$ cat src/core_pkg.sv
`default_nettype none

package core_pkg;

  localparam int XLEN       = 64;
  localparam int EXU_INFO_W = 15;

  typedef logic [XLEN-1:0]       word_t;
  typedef logic [31:0]           inst_t;
  typedef logic [4:0]            reg_idx_t;
  typedef logic [EXU_INFO_W-1:0] exu_info_t;

  // Group code in exu_info[2:0]
  localparam logic [2:0] EXU_GRP_ALU = 3'd0;
  localparam logic [2:0] EXU_GRP_BJP = 3'd1;
  localparam logic [2:0] EXU_GRP_SYS = 3'd2;

  // ALU operation flags
  localparam int EXU_INFO_ALU_ADD  = 3;
  localparam int EXU_INFO_ALU_SUB  = 4;
  localparam int EXU_INFO_ALU_SLL  = 5;
  localparam int EXU_INFO_ALU_SLT  = 6;
  localparam int EXU_INFO_ALU_SLTU = 7;
  localparam int EXU_INFO_ALU_XOR  = 8;
  localparam int EXU_INFO_ALU_SRL  = 9;
  localparam int EXU_INFO_ALU_SRA  = 10;
  localparam int EXU_INFO_ALU_OR   = 11;
  localparam int EXU_INFO_ALU_AND  = 12;
  localparam int EXU_INFO_ALU_LUI  = 13;

  // Branch and jump flags, same positions as the ALU ones
  localparam int EXU_INFO_BJP_JAL  = 3;
  localparam int EXU_INFO_BJP_JALR = 4;
  localparam int EXU_INFO_BJP_BEQ  = 5;
  localparam int EXU_INFO_BJP_BNE  = 6;
  localparam int EXU_INFO_BJP_BLT  = 7;
  localparam int EXU_INFO_BJP_BGE  = 8;
  localparam int EXU_INFO_BJP_BLTU = 9;
  localparam int EXU_INFO_BJP_BGEU = 10;

  localparam int EXU_INFO_SYS_EBREAK = 3;

  // Major opcodes
  localparam logic [6:0] OPC_OP     = 7'b0110011;
  localparam logic [6:0] OPC_OP_IMM = 7'b0010011;
  localparam logic [6:0] OPC_BRANCH = 7'b1100011;
  localparam logic [6:0] OPC_JAL    = 7'b1101111;
  localparam logic [6:0] OPC_JALR   = 7'b1100111;
  localparam logic [6:0] OPC_LUI    = 7'b0110111;
  localparam logic [6:0] OPC_AUIPC  = 7'b0010111;

  localparam inst_t EBREAK_INST = 32'h0010_0073;

  typedef struct packed {
    logic  valid;
    word_t pc;
    inst_t inst;
  } fetch_s;

  typedef struct packed {
    logic      rd_wr_en;
    reg_idx_t  rd_idx;
    word_t     op1;
    word_t     op2;
    word_t     op1_jp;
    word_t     op2_jp;
    exu_info_t exu_info;
    logic      invalid;
  } dec_s;

  typedef struct packed {
    logic     valid;
    word_t    pc;
    logic     rd_wr_en;
    reg_idx_t rd_idx;
    word_t    rd_data;
    word_t    next_pc;
    logic     halt;
    logic     invalid;
  } commit_s;

  typedef enum logic {
    RUN,
    HALTED
  } run_state_e;

endpackage

`default_nettype wire
$ cat src/core_idu.sv
`timescale 1ns/1ps
`default_nettype none

module core_idu (
  input  core_pkg::fetch_s   fetch_i,
  input  core_pkg::word_t    rs1_data_i,
  input  core_pkg::word_t    rs2_data_i,
  output core_pkg::reg_idx_t rs1_idx_o,
  output core_pkg::reg_idx_t rs2_idx_o,
  output logic               rs1_read_en_o,
  output logic               rs2_read_en_o,
  output core_pkg::dec_s     dec_o
);

  core_pkg::inst_t    inst;
  logic [6:0]         opcode;
  logic [7:0]         f3;
  core_pkg::reg_idx_t rd;
  logic               f7_zero;
  logic               f7_alt;
  logic               sh_zero;
  logic               sh_alt;

  assign inst    = fetch_i.inst;
  assign opcode  = inst[6:0];
  assign rd      = inst[11:7];
  // One-hot funct3
  assign f3      = 8'd1 << inst[14:12];
  assign f7_zero = (inst[31:25] == 7'h00);
  assign f7_alt  = (inst[31:25] == 7'h20);
  // RV64 shift immediates keep a 6-bit shamt
  assign sh_zero = (inst[31:26] == 6'b000000);
  assign sh_alt  = (inst[31:26] == 6'b010000);

  assign rs1_idx_o = inst[19:15];
  assign rs2_idx_o = inst[24:20];

  // Opcode classes
  logic is_op, is_op_imm, is_branch, is_jal, is_jalr, is_lui, is_auipc, is_ebreak;

  assign is_op     = (opcode == core_pkg::OPC_OP);
  assign is_op_imm = (opcode == core_pkg::OPC_OP_IMM);
  assign is_branch = (opcode == core_pkg::OPC_BRANCH);
  assign is_jal    = (opcode == core_pkg::OPC_JAL);
  assign is_jalr   = (opcode == core_pkg::OPC_JALR);
  assign is_lui    = (opcode == core_pkg::OPC_LUI);
  assign is_auipc  = (opcode == core_pkg::OPC_AUIPC);
  assign is_ebreak = (inst == core_pkg::EBREAK_INST);

  logic r_base, r_alt, i_shz, i_sha;

  assign r_base = is_op & f7_zero;
  assign r_alt  = is_op & f7_alt;
  assign i_shz  = is_op_imm & sh_zero;
  assign i_sha  = is_op_imm & sh_alt;

  // ALU operations, register and immediate forms merged
  logic alu_add, alu_sub, alu_sll, alu_slt, alu_sltu, alu_xor;
  logic alu_srl, alu_sra, alu_or, alu_and, alu_lui, alu_op;

  assign alu_add  = f3[0] & (r_base | is_op_imm) | is_auipc;
  assign alu_sub  = f3[0] & r_alt;
  assign alu_sll  = f3[1] & (r_base | i_shz);
  assign alu_slt  = f3[2] & (r_base | is_op_imm);
  assign alu_sltu = f3[3] & (r_base | is_op_imm);
  assign alu_xor  = f3[4] & (r_base | is_op_imm);
  assign alu_srl  = f3[5] & (r_base | i_shz);
  assign alu_sra  = f3[5] & (r_alt | i_sha);
  assign alu_or   = f3[6] & (r_base | is_op_imm);
  assign alu_and  = f3[7] & (r_base | is_op_imm);
  assign alu_lui  = is_lui;
  assign alu_op   = alu_add | alu_sub | alu_sll | alu_slt | alu_sltu | alu_xor |
                    alu_srl | alu_sra | alu_or | alu_and | alu_lui;

  // Branches and jumps
  logic beq, bne, blt, bge, bltu, bgeu, jalr, bjp_op;

  assign beq    = is_branch & f3[0];
  assign bne    = is_branch & f3[1];
  assign blt    = is_branch & f3[4];
  assign bge    = is_branch & f3[5];
  assign bltu   = is_branch & f3[6];
  assign bgeu   = is_branch & f3[7];
  assign jalr   = is_jalr & f3[0];
  assign bjp_op = beq | bne | blt | bge | bltu | bgeu | is_jal | jalr;

  // Immediates
  core_pkg::word_t imm_i, imm_b, imm_u, imm_j, imm;

  assign imm_i = {{52{inst[31]}}, inst[31:20]};
  assign imm_b = {{52{inst[31]}}, inst[7], inst[30:25], inst[11:8], 1'b0};
  assign imm_u = {{32{inst[31]}}, inst[31:12], 12'b0};
  assign imm_j = {{44{inst[31]}}, inst[19:12], inst[20], inst[30:21], 1'b0};

  assign imm = ({core_pkg::XLEN{is_op_imm | is_jalr}} & imm_i) |
               ({core_pkg::XLEN{is_branch}}          & imm_b) |
               ({core_pkg::XLEN{is_lui | is_auipc}}  & imm_u) |
               ({core_pkg::XLEN{is_jal}}             & imm_j);

  assign rs1_read_en_o = is_op | is_op_imm | is_branch | is_jalr;
  assign rs2_read_en_o = is_op | is_branch;

  always_comb begin
    dec_o = '0;
    dec_o.rd_idx   = rd;
    dec_o.rd_wr_en = (alu_op | is_jal | jalr) & (rd != '0);
    dec_o.invalid  = ~(alu_op | bjp_op | is_ebreak);

    // Operand sources
    if (is_op | is_op_imm | is_branch) begin
      dec_o.op1 = rs1_data_i;
    end else if (is_auipc | is_jal | is_jalr) begin
      dec_o.op1 = fetch_i.pc;
    end
    if (is_op | is_branch) begin
      dec_o.op2 = rs2_data_i;
    end else if (is_op_imm | is_lui | is_auipc) begin
      dec_o.op2 = imm;
    end else if (is_jal | is_jalr) begin
      dec_o.op2 = 64'd4;
    end
    if (is_jalr) begin
      dec_o.op1_jp = rs1_data_i;
    end else if (is_branch | is_jal) begin
      dec_o.op1_jp = fetch_i.pc;
    end
    if (is_branch | is_jal | is_jalr) begin
      dec_o.op2_jp = imm;
    end

    // Execute info, group code plus one-hot flags
    if (alu_op) begin
      dec_o.exu_info[2:0]                           = core_pkg::EXU_GRP_ALU;
      dec_o.exu_info[core_pkg::EXU_INFO_ALU_ADD]  = alu_add;
      dec_o.exu_info[core_pkg::EXU_INFO_ALU_SUB]  = alu_sub;
      dec_o.exu_info[core_pkg::EXU_INFO_ALU_SLL]  = alu_sll;
      dec_o.exu_info[core_pkg::EXU_INFO_ALU_SLT]  = alu_slt;
      dec_o.exu_info[core_pkg::EXU_INFO_ALU_SLTU] = alu_sltu;
      dec_o.exu_info[core_pkg::EXU_INFO_ALU_XOR]  = alu_xor;
      dec_o.exu_info[core_pkg::EXU_INFO_ALU_SRL]  = alu_srl;
      dec_o.exu_info[core_pkg::EXU_INFO_ALU_SRA]  = alu_sra;
      dec_o.exu_info[core_pkg::EXU_INFO_ALU_OR]   = alu_or;
      dec_o.exu_info[core_pkg::EXU_INFO_ALU_AND]  = alu_and;
      dec_o.exu_info[core_pkg::EXU_INFO_ALU_LUI]  = alu_lui;
    end else if (bjp_op) begin
      dec_o.exu_info[2:0]                           = core_pkg::EXU_GRP_BJP;
      dec_o.exu_info[core_pkg::EXU_INFO_BJP_JAL]  = is_jal;
      dec_o.exu_info[core_pkg::EXU_INFO_BJP_JALR] = jalr;
      dec_o.exu_info[core_pkg::EXU_INFO_BJP_BEQ]  = beq;
      dec_o.exu_info[core_pkg::EXU_INFO_BJP_BNE]  = bne;
      dec_o.exu_info[core_pkg::EXU_INFO_BJP_BLT]  = blt;
      dec_o.exu_info[core_pkg::EXU_INFO_BJP_BGE]  = bge;
      dec_o.exu_info[core_pkg::EXU_INFO_BJP_BLTU] = bltu;
      dec_o.exu_info[core_pkg::EXU_INFO_BJP_BGEU] = bgeu;
    end else if (is_ebreak) begin
      dec_o.exu_info[2:0]                             = core_pkg::EXU_GRP_SYS;
      dec_o.exu_info[core_pkg::EXU_INFO_SYS_EBREAK] = 1'b1;
    end
  end

endmodule

`default_nettype wire

$ cat config.mk
export PLATFORM = sky130hd
export DESIGN_NAME = core_idu
export DESIGN_NICKNAME = d
export VERILOG_FILES = /design/src/core_pkg.sv /design/src/core_idu.sv
export SDC_FILE = /design/constraint.sdc
export NUM_CORES = 1
export LEC_CHECK = 0
export BUFFER_PORTS_ARGS = -buffer_cell sky130_fd_sc_hd__clkbuf_2
export CAP_MARGIN = 20
export CORE_AREA = 5 5 199 201
export DETAILED_ROUTE_END_ITERATION = 8
export DIE_AREA = 0 0 204 206
export PLACE_DENSITY = 0.34
export SLEW_MARGIN = 20
export SYNTH_ARGS = -nofsm -noshare
export SYNTH_HDL_FRONTEND = slang
export SYNTH_SLANG_ARGS = --single-unit
$ cat constraint.sdc
create_clock -name vclk -period 5.4
set_input_delay 1.08 -clock vclk [all_inputs]
set_output_delay 1.08 -clock vclk [all_outputs]
set_load 0.1 [all_outputs]
Word level (Yosys, flattened, before mapping)
Index checks and enable logic that the tools add are counted.
{"block": "word_totals", "output_inout_bits": 290, "regBits": 0, "elab_cells": 95}
{"block": "op_classes", "n_bitwise": 68, "n_eq_ne": 10, "n_reduce_logical": 3, "shift": 1, "mux": 13}
{"operator": "64-bit 2-to-1 mux", "n": 7}
{"operator": "64-bit AND", "n": 4}
{"operator": "64-bit bitwise OR", "n": 3}
{"operator": "1-bit bitwise OR", "n": 38}
{"operator": "32-bit by 21-bit == test with 1-bit output (second input constant)", "n": 1}
{"operator": "1-bit AND", "n": 22}
{"operator": "7-bit by 6-bit == test with 1-bit output (second input constant)", "n": 3}
{"operator": "7-bit == test (second input constant)", "n": 3}
{"operator": "7-bit by 5-bit == test with 1-bit output (second input constant)", "n": 2}
{"operator": "11-bit 2-to-1 mux", "n": 1}
{"operator": "4-bit 2-to-1 mux", "n": 2}
{"operator": "1-bit by 3-bit << shifter with 8-bit output (first input constant)", "n": 1}
{"operator": "7-bit logical NOT", "n": 1}
{"operator": "7-bit 2-to-1 mux", "n": 1}
{"operator": "6-bit by 5-bit == test with 1-bit output (second input constant)", "n": 1}
{"operator": "6-bit logical NOT", "n": 1}
{"operator": "3-bit 2-to-1 mux", "n": 2}
{"operator": "5-bit nonzero test", "n": 1}
{"operator": "1-bit inverter", "n": 1}

Longest topological paths before layout
Gate-level depths: netlist of run 1.
{"block": "depth", "ltp_word": 18, "depth_mapped": 8}

Worst setup path after synthesis of run 1
Ideal clock, no wire load.
{"block": "synth_path", "path_kind": "input to output", "from": "input fetch_i[12] (netlist name)", "to": "output dec_o[0] (netlist name)", "path_stages": 5, "path_slack_ns": -2.379, "arrival_ns": 6.699, "cell_sequence": "clkbuf_1 -> nor3_1 -> nand4_1 -> nor4_1 -> nor4_1"}
{"element": "from (decl)", "line": "core_idu.sv:5", "text": "input core_pkg::fetch_s fetch_i,"}
{"element": "to (decl)", "line": "core_idu.sv:12", "text": "output core_pkg::dec_s dec_o"}

==> results of run 1 <==
per-layer routing:
layer / wire, µm / up-vias / global-route usage
met5: 0 / - / 0
met3: 2378 / 18 / 0.02134
met1: 10650 / 2914 / 0.1333
li1: - / 2942 / -
met4: 213 / 0 / 0.006461
met2: 15240 / 385 / 0.2462
critical path: cells and delay by family:
family	cells	cell delay (ns)
buffers and inverters	2	0.71
AOI/OAI and AO/OA	2	0.29
and+or+nand+nor	3	1.53
power breakdown:
part	leakage, nW	switching [mW]	internal [mW]	total, mW
Combinational	3.97	0.340	0.109	0.449
Sequential	0	0	0	0
Clock	0	0	0	0
Total	3.97	0.340	0.109	0.449
cell usage in the layout, fill, tap and decap left out, drive strengths merged, types with 2 or more instances in the layout:
cell	Yosys	final
clkbuf	47	473
nand2	168	168
a21oi	93	93
a22o	77	77
buf	63	65
a21o	37	37
nor2	20	20
a22oi	18	18
inv	12	12
o21ai	11	11
nand3	8	8
or3	6	6
nor4	5	5
nor3	5	5
o22ai	3	3
o21a	3	3
nand3b	2	2
and3	2	2
conb	1	2
how the worst min path moves through the flow:
stage,cells after the start,start,end
final,2,fetch_i[11],dec_o[276]
after global routing,2,fetch_i[11],dec_o[276]
after CTS,2,fetch_i[11],dec_o[276]
after detailed placement,2,fetch_i[11],dec_o[276]
after global placement,2,fetch_i[11],dec_o[276]
after floorplan,1,fetch_i[7],dec_o[272]
cells by family after synthesis:
| logic type | Yosys count |
|---|---|
| AOI/OAI and AO/OA | 248 |
| and+or+nand+nor | 227 |
| buffers and inverters | 122 |
| xor gates and xnor gates | 1 |
| other | 1 |
area by class of cell:
class / instances / area (µm²)
multi-input cells: 478 / 2733
inverters: 12 / 45.04
fillers: 4366 / 30640
well taps: 511 / 639.4
repair buffers: 538 / 3343
through the flow:
step | hold WS (ns) | TNS, ns | power [mW] | utilization | std cells
global placement | 2.634 | 0 | 0.4504 | 0.1808 | 1539
CTS | 2.636 | 0 | 0.4524 | 0.1808 | 1539
global route | 2.642 | 0 | 0.4716 | 0.1808 | 1539
detailed placement | 2.636 | 0 | 0.4511 | 0.1808 | 1539
floorplan | 2.372 | -1.053 | 0.2921 | - | 600
finish | 2.640 | 0 | 0.4491 | 0.1808 | 1539
==> qor.csv, run 1 <==
metric,value,unit
status,completed,
worst vdd ir,0.02517,mV
Post-Synth Adder-Cell Area,0,
Ports,515,
Setup crit end kind,output port,
Critical Path Source,fetch_i[14],
GPL Wtd Cong,0.7710,
First-pass DRT Iterations,5,
Yosys cell types,41,
"count leader, synth",nand2_1,
max-cap violations,0,
Worst path slowest cell,nor3_1,
synthesized cell area,3326,µm²
Setup crit start kind,input port,
DIE HEIGHT,206,µm
core area,37400,µm²
largest net degree at the start of global routing,77,
Placed Area,6760,µm²
normalized max-slew margin,0.3588,
Die W,204,µm
Post-Syn Instances,599,
pre-CTS setup slack,0.7354,ns
Simple-Gate Fraction of Synth Area,0.2874,
"slowest stage delay, CP",0.77,ns
Critical Path Sink,dec_o[4],
"Top cell by count, worst path",clkbuf_2,
vias in the first global route,6367,
most frequent cells after synthesis,"nand2_1 (168), a21oi_1 (93), a22o_1 (77), buf_4 (49), clkbuf_1 (47)",
CTS Hold Bufs,0,
Tot GR Track Use,0.1199,
WP data arrival,3.62,ns
Vias/cell,4.067,
storage element area,0,µm²
num sequential,0,
Fin. Hold Viols,0,
main combinational cell family by area after synthesis,compound AO/OA/AOI/OAI gates,
final WL,28.48,mm
"area leader, netlist",a22o_1,
# nets final,1255,
antenna violations before repair,4,
cts repair resizes,0,
Syn. warnings,0,
hpwl dp,23.91,mm
# diodes,0,
RSZ-0062 raised after global routing,false,
Least-Margin Pin Slew,0.9554,ns
CP Max Fanout,11,
design area,6760,µm²
total of clock buffers placed in the layout,0,
period utilization,0.8709,
GR Overflow Total,0,
P per Cell Area,66.43,nW/µm²
Die ar.,42020,µm²
post-synth top area share,0.2028,
"top cells by area, synth","a22o_1 (20%), nand2_1 (19%), a21oi_1 (14%)",
fin. max-slew vios,0,
Worst EP required,4.32,ns
setup bufs post-CTS,0,
complex-gate fraction of the synthesized area,0.5139,
drt wl/cell,18.51,µm
register area share after synthesis,0,
share of cells above drive strength 1,0.5360,
routed via count,6259,
Port Buffers,512,
Setup CP Type,input port to output port,
worst setup margin,0.6973,ns
DR iter-0 viols,370,
post-route minimum period,4.703,ns
fmax,212.6,MHz
Post-Synth XOR/XNOR Area,0.002634,
Rows,71,
post-synthesis mux area share,0,
starting density of the core,0.08892,
antenna violation net count after detailed routing,0,
hold crit path type,input port to output port,
first-pass GRT wire length,39.64,mm
worst-path cell chain,clkbuf_2 > nor3_1 > nand4_1 > or3_1 > a21oi_1 > a211o_1 > clkbuf_2,
Avg Inst Size Synth,5.552,µm²
Final Setup Violations,0,
number of remaining DRC errors,0,
LEAKAGE,3.969,nW
Syn-to-layout area delta,103.3,%
No activity file was read; power rests on OpenSTA's default activity.
==> inputs of run 2 (changes only) <==
--- a/config.mk
+++ b/config.mk
@@ -7,9 +7,9 @@
 export LEC_CHECK = 0
 export BUFFER_PORTS_ARGS = -buffer_cell sky130_fd_sc_hd__clkbuf_2
 export CAP_MARGIN = 20
-export CORE_AREA = 5 5 199 201
+export CORE_AREA = 4 4 198 200
 export DETAILED_ROUTE_END_ITERATION = 8
-export DIE_AREA = 0 0 204 206
+export DIE_AREA = 0 0 202 204
 export PLACE_DENSITY = 0.34
 export SLEW_MARGIN = 20
 export SYNTH_ARGS = -nofsm -noshare
==> run 2 against run 1 <==
Sequential cell count did not move. Critical path type unchanged. Total power grew 0.47%. Sequential share of layout area is the same. Worst hold slack better by 0.0063 ns. Largest power group unchanged. Non-clock buffer count shrank 5.
==> qor.csv, run 2 (synthesized netlist as in run 1, its figures left out) <==
metric,value,unit,change
status,completed,,
"commonest cells after routing, fill and taps aside","clkbuf_2 (472), nand2_1 (168), a21oi_1 (91), a22o_1 (77), buf_12 (40)",,
sequential power share,0,,unchanged
num sequential,0,,unchanged
starting density of the core,0.08892,,unchanged
Die W,202,µm,-0.98%
routed via count,6232,,-0.43%
vias in the first global route,6289,,-1.2%
largest net degree at the start of global routing,67,,-13%
antenna violations before repair,3,,-1
Fin. Hold Viols,0,,unchanged
grt peak-use layer,met2,,
GPL Wtd Cong,0.8257,,+7.1%
WP data arrival,3.60,ns,-0.02 ns
share of cells above drive strength 1,0.5337,,-0.002268
Setup crit end kind,output port,,
antenna violation net count after detailed routing,0,,unchanged
CTS Hold Bufs,0,,unchanged
DIE HEIGHT,204,µm,-0.97%
Vias/cell,4.055,,-0.30%
final WL,29.17,mm,+2.4%
clock share of power,0,,unchanged
storage element area,0,µm²,unchanged
Setup crit start kind,input port,,
# nets final,1250,,-0.40%
met1 usage,0.1454,,+0.01206
"leading cell type in the layout, fill and taps excluded",clkbuf_2,,
Final Setup Violations,0,,unchanged
worst vdd ir,0.02407,mV,-4.4%
drt wl/cell,18.98,µm,+2.6%
Port Buffers,512,,unchanged
core area,37400,µm²,unchanged
number of remaining DRC errors,0,,unchanged
Die ar.,41210,µm²,-1.9%
design area,6745,µm²,-0.22%
fmax,213.5,MHz,+0.39%
RSZ-0062 raised after global routing,false,,
Gate power share,1.000,,about the same
fin. max-slew vios,0,,unchanged
Ports,515,,unchanged
cts repair resizes,0,,unchanged
hpwl dp,24.52,mm,+2.5%
GR Overflow Total,0,,unchanged
post-route minimum period,4.684,ns,-0.01823 ns
Worst EP required,4.32,ns,about the same
First-pass DRT Iterations,5,,unchanged
Switching Fraction,0.7586,,+0.001956
period utilization,0.8675,,-0.003376
normalized max-slew margin,0.3996,,+0.04078
setup bufs post-CTS,0,,unchanged
total of clock buffers placed in the layout,0,,unchanged
Setup CP Type,input port to output port,,
Rows,71,,unchanged
P per Cell Area,66.89,nW/µm²,+0.69%
hold crit path type,input port to output port,,
sw power,0.3423,mW,+0.73%
Setup TNS Final,0,ns,unchanged
Internal,0.1089,mW,-0.34%
Syn-to-layout area delta,102.8,%,
CP Max Fanout,14,,+3
Tot GR Track Use,0.1271,,+0.007251
first-pass GRT wire length,41.14,mm,+3.8%
Least-Margin Pin Slew,0.8946,ns,-0.06077 ns
final hold slack,2.646,ns,+0.006350 ns
LEAKAGE,3.951,nW,-0.44%
met3 GRT Util,0.02460,,+0.003255
max-cap violations,0,,unchanged
Placed Area,6738,µm²,-0.33%
met2 usage,0.2503,,+0.004051
DR iter-0 viols,353,,-4.6%
## run 2: cell count changes in the layout (fill, tap and decap cells not counted)
| cell | previous run | this run |
|---|---|---|
| diode_2 | 0 | 3 |
| buf_12 | 39 | 40 |
| clkbuf_2 | 473 | 472 |
| buf_4 | 26 | 21 |
## run 2: per-layer routing
metal | up-vias | routed length, µm
met2 | 361 | 15530
met3 | 10 | 2218
met5 | - | 0
met4 | 0 | 299
met1 | 2922 | 11120
li1 | 2939 | -
## run 2: worst max-delay path, cell delays in order
cell and delay (ns):
clkbuf_2 0.24, and4bb_2 0.40, nand2_1 0.13, nor2_1 0.53, o21ai_1 0.48, a21oi_1 0.24, clkbuf_2 0.48
## run 2: power groups by stage
stage	logic (mW)	registers (mW)	clock network [mW]
6_report	0.451	0	0.0000000756
5_1_grt	0.474	0	0.0000000501
4_1_cts	0.454	0	0
3_5_place_dp	0.453	0	0
3_3_place_gp	0.451	0	0
2_1_floorplan	0.292	0	0
## run 2: worst paths after layout
kind | end | slack [ns] | cells past startpoint | startpoint
setup / recovery | dec_o[35] | 0.72 | 7 | fetch_i[3]
hold / removal | dec_o[273] | 2.65 | 2 | fetch_i[8]
## run 2: per-stage QoR
step,setup slack (ns),std cells,util,power [mW]
3_5_place_dp,0.7045,1534,0.1802,0.4531
3_3_place_gp,0.7356,1534,0.1802,0.4514
4_1_cts,0.6938,1534,0.1802,0.4542
5_1_grt,0.4478,1536,0.1803,0.4739
6_report,0.7156,1537,0.1804,0.4512
2_1_floorplan,-0.6590,600,-,0.2921
## run 2: cell type report
class              count  area, µm²
inverters             12      45.04
repair buffers       533       3321
fillers             4407      30650
well taps            511      639.4
diodes                 3      7.507
multi-input cells    478       2733
==> inputs of run 3 (changes only) <==
--- a/config.mk
+++ b/config.mk
@@ -5,7 +5,7 @@
 export SDC_FILE = /design/constraint.sdc
 export NUM_CORES = 1
 export LEC_CHECK = 0
-export BUFFER_PORTS_ARGS = -buffer_cell sky130_fd_sc_hd__clkbuf_2
+export BUFFER_PORTS_ARGS = -buffer_cell sky130_fd_sc_hd__buf_2
 export CAP_MARGIN = 20
 export CORE_AREA = 4 4 198 200
 export DETAILED_ROUTE_END_ITERATION = 8
==> run 3 against run 2 <==
Count of clock-buffer cells in the layout unchanged. Final area down 7.9%. Non-clock buffer count down 1. Total power down 2.0%. Core utilization down 1.4 points. Largest power group unchanged.
==> qor.csv, run 3 (synthesized netlist as in run 1, its figures left out) <==
metric,value,unit,change
First-pass DRT Iterations,5,,unchanged
Least-Margin Pin Slew,0.9408,ns,+0.04624 ns
post-route minimum period,4.609,ns,-0.07553 ns
"Top cell by count, worst path",buf_2,,
num sequential,0,,unchanged
design area,6212,µm²,-7.9%
core area,37400,µm²,unchanged
normalized max-slew margin,0.3686,,-0.03104
# nets final,1249,,-0.080%
Critical Path Sink,dec_o[30],,
antenna violations before repair,12,,+9
number of remaining DRC errors,0,,unchanged
hold crit path type,input port to output port,,
Fin. Hold Viols,0,,unchanged
max-cap violations,0,,unchanged
period utilization,0.8535,,-0.01399
DIE HEIGHT,204,µm,unchanged
Worst EP required,4.32,ns,about the same
final WL,28.87,mm,-1.0%
"leading cell type in the layout, fill and taps excluded",buf_2,,
hpwl dp,24.10,mm,-1.7%
Die W,202,µm,unchanged
worst setup margin,0.7911,ns,+0.07553 ns
LEAKAGE,4.019,nW,+1.7%
Ports,515,,unchanged
Setup crit start kind,input port,,
Rows,71,,unchanged
status,completed,,
WP data arrival,3.53,ns,-0.07 ns
Setup TNS Final,0,ns,unchanged
RSZ-0062 raised after global routing,false,,
pre-CTS setup slack,0.7311,ns,+0.02660 ns
GPL Wtd Cong,0.8223,,-0.41%
worst-path cell chain,buf_2 > and4bb_2 > nand2_1 > nor2_1 > o21ai_1 > a21oi_1 > buf_2,,
fin. max-slew vios,0,,unchanged
Die ar.,41210,µm²,unchanged
CTS Hold Bufs,0,,unchanged
Port Buffers,512,,unchanged
total of clock buffers placed in the layout,0,,unchanged
P per Cell Area,71.21,nW/µm²,+6.5%
vias in the first global route,6142,,-2.3%
Final Setup Violations,0,,unchanged
Syn-to-layout area delta,86.79,%,
drt wl/cell,18.73,µm,-1.3%
setup bufs post-CTS,0,,unchanged
largest net degree at the start of global routing,67,,unchanged
fmax,217.0,MHz,+1.6%
storage element area,0,µm²,unchanged
Worst path slowest cell,nor2_1,,
GR Overflow Total,0,,unchanged
starting density of the core,0.08892,,unchanged
Critical Path Source,fetch_i[3],,
Placed Area,6192,µm²,-8.1%
antenna violation net count after detailed routing,0,,unchanged
routed via count,6304,,+1.2%
DR iter-0 viols,375,,+6.2%
CP Max Fanout,14,,unchanged
cts repair resizes,0,,unchanged
Setup crit end kind,output port,,
worst vdd ir,0.02462,mV,+2.3%
Vias/cell,4.091,,+0.89%
first-pass GRT wire length,40.25,mm,-2.2%
Tot GR Track Use,0.1242,,-0.002970
share of cells above drive strength 1,0.5333,,about the same
"slowest stage delay, CP",0.48,ns,-0.05 ns
"commonest cells after routing, fill and taps aside","buf_2 (512), nand2_1 (168), a21oi_1 (91), a22o_1 (77), a21o_1 (36)",,
Setup CP Type,input port to output port,,
run 3: cell count changes in the layout (fill, tap and decap cells not counted):
cell,delta
buf_2,+512
diode_2,+5
clkbuf_2,-472
buf_12,-35
buf_4,-6
run 3: cell type report:
class,count,area [µm²]
Antenna cell,8,20.02
Fill cell,4447,31190
Inverter,12,45.04
Multi-Input combinational cell,478,2733
Tap cell,511,639.4
Timing Repair Buffer,532,2775
run 3: how the worst min path moves through the flow:
stage | from | to | slack [ns] | depth (start not counted)
final | fetch_i[7] | dec_o[272] | 2.57 | 2
after global routing | fetch_i[7] | dec_o[272] | 2.58 | 2
after CTS | fetch_i[11] | dec_o[276] | 2.57 | 2
after detailed placement | fetch_i[11] | dec_o[276] | 2.57 | 2
after global placement | fetch_i[10] | dec_o[275] | 2.57 | 2
after floorplan | fetch_i[7] | dec_o[272] | 2.37 | 1
run 3: power by group:
| group | leakage [nW] | internal (mW) | switching (mW) |
|---|---|---|---|
| registers | 0 | 0 | 0 |
| clock network | 0.0000507 | 0.000000201 | 0 |
| logic | 4.02 | 0.103 | 0.339 |
| total | 4.02 | 0.103 | 0.339 |
run 3: stage by stage:
step | util | power, mW | std cells | hold WS [ns]
floorplan | - | 0.2921 | 600 | 2.372
global placement | 0.1656 | 0.4431 | 1533 | 2.574
detailed placement | 0.1656 | 0.4448 | 1533 | 2.574
CTS | 0.1656 | 0.4457 | 1533 | 2.574
global route | 0.1660 | 0.4651 | 1540 | 2.580
finish | 0.1661 | 0.4424 | 1541 | 2.575
run 3: layer usage:
metal / share of wire / up-vias / GRT usage
li1: - / 2943 / -
met5: 0.00069 / - / 0
met1: 0.38 / 2958 / 0.1373
met3: 0.083 / 27 / 0.02904
met2: 0.52 / 374 / 0.2370
met4: 0.018 / 2 / 0.03345
run 3: worst max-delay path, delay by kind of cell:
family	cells	cell delay [ns]
buf+inv	2	0.67
compound gates	2	0.78
simple gates	3	0.98
